### config.mk
export PLATFORM = sky130hd
export DESIGN_NAME = game_scan_top
export DESIGN_NICKNAME = d
export VERILOG_FILES = /design/src/source/game_scan_pkg.sv /design/src/source/sd_byte_capture.sv /design/src/source/dir_entry_matcher.sv /design/src/source/game_tracker.sv /design/src/source/scan_sequencer.sv /design/src/source/game_scan_top.sv
export SDC_FILE = /design/constraint.sdc
export NUM_CORES = 1
export LEC_CHECK = 0
export BUFFER_PORTS_ARGS = -buffer_cell sky130_fd_sc_hd__buf_4
export CORE_ASPECT_RATIO = 1.2
export CORE_MARGIN = 2
export CORE_UTILIZATION = 60
export DETAILED_ROUTE_END_ITERATION = 6
export GPL_TIMING_DRIVEN = 0
export PLACE_DENSITY = 0.77
export SLEW_MARGIN = 20
export SYNTH_ARGS = -nofsm -noshare
export SYNTH_HDL_FRONTEND = slang
export SYNTH_SLANG_ARGS = --single-unit
### constraint.sdc
create_clock -name sys_clk -period 4.3 [get_ports sys_clk]
set_clock_uncertainty 0.2 [all_clocks]
set_input_delay 0.43 -clock sys_clk [delete_from_list [all_inputs] [get_ports sys_clk]]
set_output_delay 0.43 -clock sys_clk [all_outputs]
set_load 0.005 [all_outputs]
### src/source/game_scan_pkg.sv
package game_scan_pkg;

    // ==================================================
    // Scan constants
    // ==================================================
    localparam logic [31:0] START_SECTOR = 32'd32270; // First sector of the directory area
    localparam int MAX_SECTORS = 2000;               // Give up after this many sectors
    localparam int SECTOR_BYTES = 512;
    localparam int BYTE_INDEX_W = 10;
    localparam int GAME_SLOTS = 6;                    // GAME0 .. GAME5
    localparam int SLOT_W = 3;
    localparam int ENTRY_LEN = 11;                    // 8.3 name without the dot

    // Controller status code once card init has finished
    localparam logic [4:0] CARD_IDLE_STATUS = 5'd6;

    // Strobe edge -> beat -> hit -> tracker count
    localparam int SCAN_PIPE_DEPTH = 3;

    // ==================================================
    // Controller interface and pipeline payloads
    // ==================================================
    typedef struct packed {
        logic        rd;        // Held until ready drops
        logic [31:0] address;   // SDHC sector number
    } sd_cmd_t;

    typedef struct packed {
        logic       ready;
        logic [4:0] status;
        logic [7:0] dout;
        logic       byte_available; // Rising edge qualifies dout
    } sd_rsp_t;

    typedef struct packed {
        logic                    valid;
        logic [7:0]              data;
        logic [BYTE_INDEX_W-1:0] index; // Position inside the sector
    } byte_beat_t;

    typedef struct packed {
        logic              valid;
        logic [SLOT_W-1:0] slot;
    } entry_hit_t;

    // Directory walk
    typedef enum logic [2:0] {
        WAIT_INIT,
        START_READ,
        READ_SECTOR,
        SCAN_DATA,
        SETTLE,
        NEXT_SECTOR,
        DONE
    } scan_state_e;

endpackage

### src/source/sd_byte_capture.sv
`timescale 1ns/1ps

module sd_byte_capture import game_scan_pkg::*; (
    input  logic       sys_clk,
    input  logic       sd_reset,
    input  logic       sector_open, // High while a sector streams in
    input  sd_rsp_t    sd_rsp,
    output byte_beat_t beat
);

    logic                    avail_d;   // Previous byte_available level
    logic                    avail_rise;
    logic [BYTE_INDEX_W-1:0] byte_pos;  // Next byte's slot in the sector
    logic                    pos_ok;

    // ==================================================
    // Strobe edge detect
    // ==================================================
    assign avail_rise = sd_rsp.byte_available && !avail_d;

    // Anything past the end of a sector is not directory data
    assign pos_ok = byte_pos < BYTE_INDEX_W'(SECTOR_BYTES);

    always_ff @(posedge sys_clk) begin
        if (sd_reset) begin
            avail_d    <= 1'b0;
            byte_pos   <= '0;
            beat.valid <= 1'b0;
        end else begin
            avail_d    <= sd_rsp.byte_available;
            beat.valid <= 1'b0; // Single cycle pulse

            if (!sector_open) begin
                byte_pos <= '0; // Numbering restarts with every sector
            end else if (avail_rise && pos_ok) begin
                beat.valid <= 1'b1;
                byte_pos   <= byte_pos + 1'b1;
            end
        end
    end

    // Byte value and its position in the sector
    always_ff @(posedge sys_clk) begin
        if (avail_rise) begin
            beat.data  <= sd_rsp.dout;
            beat.index <= byte_pos;
        end
    end

endmodule

### src/source/dir_entry_matcher.sv
`timescale 1ns/1ps

module dir_entry_matcher import game_scan_pkg::*; (
    input  logic       sys_clk,
    input  logic       sd_reset,
    input  byte_beat_t beat,
    output entry_hit_t hit
);

    // Oldest byte in the top lane, newest in [7:0]
    logic [ENTRY_LEN*8-1:0] window;
    logic [ENTRY_LEN*8-1:0] win_next;
    logic [7:0]             digit;
    logic                   name_ok;
    logic                   full;

    // ==================================================
    // Window update
    // ==================================================
    always_comb begin
        if (beat.index == '0) begin
            // Fresh sector, drop whatever the last one left behind
            win_next = {{(ENTRY_LEN-1)*8{1'b0}}, beat.data};
        end else begin
            win_next = {window[(ENTRY_LEN-1)*8-1:0], beat.data};
        end
    end

    always_ff @(posedge sys_clk) begin
        if (beat.valid) begin
            window <= win_next;
        end
    end

    // ==================================================
    // Name compare on the updated window
    // ==================================================
    assign digit = win_next[55:48]; // Fifth character

    assign name_ok = (win_next[87:56] == "GAME") &&
                     (digit >= "0") && (digit <= "5") &&
                     (win_next[47:0] == "   A78");

    // Index 10 means eleven bytes of this sector are in the window
    assign full = beat.index >= BYTE_INDEX_W'(ENTRY_LEN - 1);

    always_ff @(posedge sys_clk) begin
        if (sd_reset) begin
            hit.valid <= 1'b0;
        end else begin
            hit.valid <= beat.valid && full && name_ok;
        end
    end

    // ASCII '0'..'5' is 0x30..0x35, low bits give the slot
    always_ff @(posedge sys_clk) begin
        if (beat.valid) begin
            hit.slot <= digit[SLOT_W-1:0];
        end
    end

endmodule

### src/source/game_tracker.sv
`timescale 1ns/1ps

module game_tracker import game_scan_pkg::*; (
    input  logic                  sys_clk,
    input  logic                  sd_reset,
    input  entry_hit_t            hit,
    output logic [GAME_SLOTS-1:0] files_found, // One bit per GAMEn.A78
    output logic [SLOT_W-1:0]     file_count   // Distinct slots seen
);

    logic seen_before;

    // ==================================================
    // Slot bookkeeping
    // ==================================================

    // Same name can sit in more than one sector
    assign seen_before = files_found[hit.slot];

    always_ff @(posedge sys_clk) begin
        if (sd_reset) begin
            files_found <= '0;
            file_count  <= '0;
        end else if (hit.valid) begin
            files_found[hit.slot] <= 1'b1;
            if (!seen_before) begin
                file_count <= file_count + 1'b1; // First sighting only
            end
        end
    end

    // Count and popcount of the mask move together
    // so both settle on the same edge

endmodule

### src/source/scan_sequencer.sv
`timescale 1ns/1ps

module scan_sequencer import game_scan_pkg::*; (
    input  logic              sys_clk,
    input  logic              sd_reset,
    input  sd_rsp_t           sd_rsp,
    input  logic [SLOT_W-1:0] file_count,
    output sd_cmd_t           sd_cmd,
    output logic              sector_open,
    output logic              scan_done
);

    scan_state_e state;
    logic        rd_q;
    logic [31:0] sector_num;   // Sector to request next
    logic [15:0] sector_count; // Ended sectors, aborted ones too
    logic [1:0]  settle_cnt;   // Cycles spent in SETTLE
    logic        card_idle;
    logic        all_found;
    logic        limit_hit;

    // ==================================================
    // Decode helpers
    // ==================================================
    assign card_idle = sd_rsp.ready && (sd_rsp.status == CARD_IDLE_STATUS);
    assign all_found = file_count == SLOT_W'(GAME_SLOTS);
    assign limit_hit = sector_count == 16'(MAX_SECTORS);

    // Address only moves in NEXT_SECTOR, rd is low there
    assign sd_cmd = '{rd: rd_q, address: sector_num};

    assign sector_open = (state == SCAN_DATA);
    assign scan_done   = (state == DONE);

    // ==================================================
    // Sector walk
    // ==================================================
    always_ff @(posedge sys_clk) begin
        if (sd_reset) begin
            state        <= WAIT_INIT;
            rd_q         <= 1'b0;
            sector_num   <= START_SECTOR;
            sector_count <= '0;
            settle_cnt   <= '0;
        end else begin
            case (state)
                WAIT_INIT: begin
                    if (card_idle) begin // Card init finished
                        state <= START_READ;
                    end
                end

                START_READ: begin
                    rd_q  <= 1'b1; // Request with a stable address
                    state <= READ_SECTOR;
                end

                READ_SECTOR: begin
                    // Controller took the request once ready drops
                    if (!sd_rsp.ready) begin
                        rd_q  <= 1'b0;
                        state <= SCAN_DATA;
                    end
                end

                SCAN_DATA: begin
                    // Ready back high ends the sector, done or aborted
                    if (sd_rsp.ready) begin
                        sector_count <= sector_count + 1'b1;
                        settle_cnt   <= '0;
                        state        <= SETTLE;
                    end
                end

                SETTLE: begin
                    // Let the last byte reach the tracker before deciding
                    if (settle_cnt == 2'(SCAN_PIPE_DEPTH - 1)) begin
                        state <= NEXT_SECTOR;
                    end else begin
                        settle_cnt <= settle_cnt + 1'b1;
                    end
                end

                NEXT_SECTOR: begin
                    if (all_found || limit_hit) begin
                        state <= DONE;
                    end else begin
                        sector_num <= sector_num + 1'b1;
                        state      <= START_READ;
                    end
                end

                DONE: begin
                    state <= DONE; // Held until reset
                end

                default: begin
                    state <= WAIT_INIT;
                end
            endcase
        end
    end

endmodule

### src/source/game_scan_top.sv
`timescale 1ns/1ps

module game_scan_top import game_scan_pkg::*; (
    input  logic                  sys_clk,
    input  logic                  sd_reset,
    input  sd_rsp_t               sd_rsp,      // From the SPI SD controller
    output sd_cmd_t               sd_cmd,      // To the SPI SD controller
    output logic [GAME_SLOTS-1:0] files_found,
    output logic [SLOT_W-1:0]     file_count,
    output logic                  scan_done
);

    // ==================================================
    // Pipeline wiring
    // ==================================================
    logic       sector_open; // Sequencer -> capture
    byte_beat_t beat;        // Capture -> matcher
    entry_hit_t hit;         // Matcher -> tracker

    scan_sequencer u_sequencer (
        .sys_clk     (sys_clk),
        .sd_reset    (sd_reset),
        .sd_rsp      (sd_rsp),
        .file_count  (file_count),  // Feedback for early stop
        .sd_cmd      (sd_cmd),
        .sector_open (sector_open),
        .scan_done   (scan_done)
    );

    sd_byte_capture u_capture (
        .sys_clk     (sys_clk),
        .sd_reset    (sd_reset),
        .sector_open (sector_open),
        .sd_rsp      (sd_rsp),
        .beat        (beat)
    );

    dir_entry_matcher u_matcher (
        .sys_clk  (sys_clk),
        .sd_reset (sd_reset),
        .beat     (beat),
        .hit      (hit)
    );

    game_tracker u_tracker (
        .sys_clk     (sys_clk),
        .sd_reset    (sd_reset),
        .hit         (hit),
        .files_found (files_found),
        .file_count  (file_count)
    );

endmodule

# Yosys cells after proc, flatten, opt, wreduce, memory -nomap -nowiden
# Cells that the tools add are included.
# word_totals
word_cells	86
mem_bits_rw	0
memories	0
latchBits	0
mem_bits_ro	0
output_inout_bits	43
reg_bits	177
in_bits	17
# classes
n_mux	17
reduce_logical	22
n_lt_le_gt_ge	6
n_mul	0
addsub	5
shift	0
div	0
n_eq_ne	17
n_bitwise	4
# op_table
op	count
two-way mux 88 bit	1
equality test 48 x 46 -> 1 bit (second input constant)	1
adder 32 x 1 -> 32 bit (second input constant)	1
equality test 32 x 31 -> 1 bit (second input constant)	1
one-hot mux 3 bit (7 select lines)	1
adder 16 x 1 -> 16 bit (second input constant)	1
equality test 16 x 11 -> 1 bit (second input constant)	1
two-way mux 3 bit	5
equality test 3 bit (second input constant)	4
adder 10 x 1 -> 10 bit (second input constant)	1
>= comparator 10 x 4 -> 1 bit (second input constant)	1
logical NOT 10 bit	1
< comparator 10 bit (second input constant)	1
logical AND 1 bit	9
>= comparator 8 x 6 -> 1 bit (second input constant)	1
less-or-equal comparator 8 x 6 -> 1 bit (second input constant)	1
AND reduction 2 bit	4
equality test 3 x 2 -> 1 bit (second input constant)	2
!= test 2 bit (second input constant)	3
OR 6 bit	1
equality test 5 x 3 -> 1 bit (second input constant)	1
< comparator 3 x 4 -> 1 bit (second input constant)	1
two-way mux 1 bit	4
two-way mux 2 bit	2
other kinds (18)	22

# Longest topological paths before layout
# depth
word_depth	7
depth_mapped	9
depth_no_buf	6

# Cells and area by module
# A second synthesis with hierarchy kept.
# unflattened
cells_unflattened	681
hier_area_um2	7744.9
# by_module_without_submodules
mod	cells_per_inst	area_each_um2	seq_area_each_um2	instances
dir_entry_matcher	201	3213.1	2422.3	1
scan_sequencer	359	3009.1	1081.0	1
sd_byte_capture	75	1092.3	780.7	1
game_tracker	46	430.4	180.2	1

# Least setup slack after synthesis
# No wires, ideal clock.
# synth_timing
kind	register -> register
start	register u_capture.beat[18] (netlist name)
end	register u_matcher.hit[3] (netlist name)
setup_ns	0.061
path_stages_with_launch	5
slack_ns	0.995
required_time_ns	4.039
path_buffers	0
arrival_time_ns	3.044
period_less_slack_ns	3.305
path_cell_list	dfxtp_1 nand4b_1 or4_1 a2111oi_2 and4_1
# synth_via
elab_chain_len	2
# synth_lines
element	line_no	rtl
logical AND 1 bit (2 in series)	dir_entry_matcher.sv:51	hit.valid <= beat.valid && full && name_ok;
# Every way passes these cells.
# A chain may end at the register's enable or synchronous reset.

# Worst setup path in the final report
# layout_timing
start	register u_capture.beat[6] (netlist name)
end	register u_matcher.window[73], data pin
# layout_via
elab_chain_len	2
# layout_lines
element	line_no	rtl
logical NOT 10 bit	dir_entry_matcher.sv:21	if (beat.index == '0) begin
two-way mux 88 bit	dir_entry_matcher.sv:21	
net u_matcher.win_next[73]	dir_entry_matcher.sv:12	logic [ENTRY_LEN*8-1:0] win_next;
end signal, assigned	dir_entry_matcher.sv:31	window <= win_next;
end, declared	dir_entry_matcher.sv:11	logic [ENTRY_LEN*8-1:0] window;
# The timed path passes the listed nets, and every way through them passes these cells.

==> results.py <==
metrics = {
    "finish": {
        "drive_gt1_share_pct": 17.1,
        "antenna_cells": 0,
        "fin_cells": 933,
        "final_area_um2": 8890,
        "fin_nets": 783,
        "fill_cells": 892,
        "area_growth_pct": 17.3,
    },
    "clocking": {
        "postCtsResizedCells": 0,
        "clock_latency_ns": 0.43,
        "htree_levels": 4,
        "cts_num_sinks": 174,
        "cts_tree": "done",
        "cts_setup_buffers": 0,
        "clk_pin_slew_ns": 0.06,
        "ctsRootBufferMaster": "clkbuf_16",
        "clockBufferDepth": 2,
        "cts-buffers-inserted": 17,
    },
    "sta": {
        "tightest_slew_ns": 0.838,
        "clock.fmax_ghz": 0.382,
        "fin_setup_tns_ns": 0,
        "period_share_pct": 60.9,
        "setup-violations-final": 0,
        "whs_ns": 0.0355,
        "slew_violations": 0,
        "max_slew_margin_pct": 43.4,
        "period_needed_ns": 2.62,
        "hold_viol": 0,
        "rsz0062_at_grt": "no",
    },
    "place": {
        "placed_area_um2": 8250,
        "numPortBuffers": 58,
        "placed_cells": 893,
        "gp_congestion": 0.840,
        "post-dp-hpwl_um": 11300,
    },
    "worst_setup_path": {
        "crit_type": "reg -> reg",
        "rr_worst_depth": 5,
        "arrival_ns": 2.59,
        "cp_max_fo": 10,
        "endpoint_kind": "register",
        "required_ns": 4.27,
        "start_kind": "register",
    },
    "route": {
        "post-route-drc-count": 0,
        "vias_per_cell": 5.92,
        "wl_met2_um": 8130,
        "drtIter0Drc": 410,
        "vias": 5519,
        "routedWlPerCell_um": 17.5,
        "wl_met1_um": 7070,
        "drt-total-wl_um": 16300,
        "top_layer_used": "met4",
        "drtPass1Iterations": 5,
        "met3_length_um": 824,
        "ant_nets": 0,
    },
    "outcome": {
        "status": "finished, final reports clean",
    },
    "synth": {
        "synth_area_um2": 7580,
        "yosys_warnings": 0,
        "synth_seq_cells": 174,
        "synthArstFlopShare_pct": 0,
        "synthDistinctLibCells": 53,
        "syn-num-nets": 697,
        "ys_seq_area_share_pct": 58.9,
        "synthesis.instances": 673,
        "avgSynthCellArea_um2": 11.3,
        "synth_edf_count": 98,
        "synth_flop_cell": "edfxtp_1",
    },
    "pwr": {
        "peakVddDrop_mv": 0.242,
        "p_sw_share_pct": 21.3,
        "p_total_mw": 3.28,
        "p_int_mw": 2.58,
        "p_leak_nw": 3.10,
        "powerDensity_nw_per_um2": 369,
        "seq_power_share_pct": 53.5,
        "power_frac_comb_pct": 1.9,
        "p_clk_share_pct": 44.6,
        "netSwitchingPower_uw": 699,
    },
    "floorplan": {
        "row_count": 44,
        "die_h_um": 127,
        "fp.dieArea_um2": 13500,
        "start_util_pct": 62.0,
        "die_w_um": 107,
        "core_um2": 12200,
        "io_pins": 60,
    },
    "global_route": {
        "grt_max_degree": 60,
        "antenna_found_initial": 0,
        "grt_pass1_vias": 5327,
        "grt_use_total_pct": 25.1,
        "grt_pass1_wl_um": 26300,
        "overflow": 0,
    },
    "worst_hold_path": {
        "hold_path_depth": 2,
        "hp-class": "in -> reg",
    },
    "flow_run": {
        "cap_viol_max_count": 0,
    },
}
[cell usage in the layout, fill, tap and decap left out, types with 5 or more instances in the layout]
cell type / Yosys / routed
o21ai_0: 12 / 12
dfxtp_1: 76 / 75
inv_1: 12 / 12
mux2_2: 15 / 15
nand4_1: 23 / 23
nor2_1: 61 / 61
mux2i_1: 6 / 6
and3_1: 9 / 9
nor3_1: 7 / 7
nand2_1: 24 / 24
ha_1: 7 / 7
buf_2: 9 / 9
nor4_1: 27 / 27
a21oi_1: 27 / 27
o31ai_1: 10 / 10
xor2_1: 9 / 9
nand3_1: 24 / 24
nand4b_1: 5 / 5
or4_1: 14 / 14
buf_4: 2 / 60
xnor2_1: 9 / 9
and4_1: 11 / 11
and2_1: 77 / 77
a31oi_1: 6 / 6
nor2b_1: 25 / 24
or3_1: 5 / 5
clkbuf_16: 0 / 17
dlygate4sd3_1: 0 / 8
clkbuf_1: 15 / 15
edfxtp_1: 98 / 98
[worst max-delay path, cell delays in order, from the launching register on]
cell and delay [ns]:
edfxtp_1 0.37, or4_1 0.53, nor3_1 0.46, nand2_1 0.28
clkbuf_2 0.27, and2_1 0.25
[power by group through the flow]
stage          Sequential, mW  Combinational [mW]  Clock (mW)
2_1_floorplan            1.79              0.0306           0
3_3_place_gp             1.79              0.0524           0
3_5_place_dp             1.79              0.0553           0
4_1_cts                  1.76              0.0614        1.49
5_1_grt                  1.76              0.0680        1.55
6_report                 1.76              0.0614        1.46
[layer usage]
layer | track usage [%] | vias up
li1 | - | 2663
met1 | 33.7 | 2682
met2 | 40.5 | 151
met3 | 4.85 | 23
met4 | 10.1 | 0
met5 | 0 | -
[path summary, 6_finish.rpt]
kind	startpoint	to	slack, ns
min	sd_rsp[0]	u_capture.avail_d	0.04
min reg2reg	u_capture.beat[11]	u_matcher.window[1]	0.25
max reg2reg	u_capture.beat[6]	u_matcher.window[73]	1.68
max	u_capture.beat[6]	u_matcher.window[73]	1.68
[timing repair]
item	4_1_cts	5_1_grt
endpoints found under the setup margin	0	0
endpoints found under the hold margin	8	0
hold buffers	8	0
[cells in the mapped netlist, drive strengths merged, types with 9 or more instances]
library cell	instances	share of area, %
a21oi	27	1.8
and2	78	6.5
o31ai	10	0.99
buf	15	0.99
or4	14	1.4
nor4	27	2.2
edfxtp	98	39
nor2b	25	2.1
and3	9	0.74
dfxtp	76	20
mux2	15	2.2
nand4	24	2.1
nand3	24	1.6
xor2	9	1.0
o21ai	12	0.79
clkbuf	18	0.94
inv	12	0.59
nor2	61	3.0
and4	11	1.3
xnor2	9	1.0
nand2	24	1.2
[kinds of logic (layout without fill, tap and decap cells)]
logic type / count (synthesis) / count (layout) / share of synthesized area [%]
simple gates: 338 / 338 / 26.2
flops: 174 / 174 / 58.9
xor+xnor: 18 / 18 / 2.08
buf+inv: 45 / 144 / 2.53
compound gates: 69 / 69 / 5.85
mux: 22 / 22 / 3.32
fa+ha+maj: 7 / 7 / 1.16
[state kept, by name (all words and copies together), names as in the netlist]
signal and flops:
u_sequencer.sector_num 32, u_capture.byte_pos 10, u_matcher.window 78, u_sequencer.state 3, u_capture.avail_d 1, u_tracker.files_found 6, u_tracker.file_count 3, u_sequencer.settle_cnt 2
u_capture.beat 19, u_sequencer.rd_q 1, u_matcher.hit 3, u_sequencer.sector_count 16
[per-stage QoR]
stage / utilization (%) / worst slack, ns
4_1_cts: 72.7 / 1.68
3_5_place_dp: 67.5 / 1.70
2_1_floorplan: - / 0.995
5_1_grt: 72.7 / 1.51
3_3_place_gp: 67.2 / 0.0964
6_report: 72.7 / 1.68
[layout make-up]
class	count	area, µm²	share of cell area (%)
Multi-Input combinational cell	454	2920	32.9
Buffer	33	146	1.65
Sequential cell	174	4470	50.3
Timing Repair Buffer	67	543	6.11
Clock buffer	17	425	4.79
Inverter	12	45.0	0.507
Clock inverter	15	135	1.52
Tap cell	161	201	2.27
Note: power is estimated with default switching activity, not from simulation.
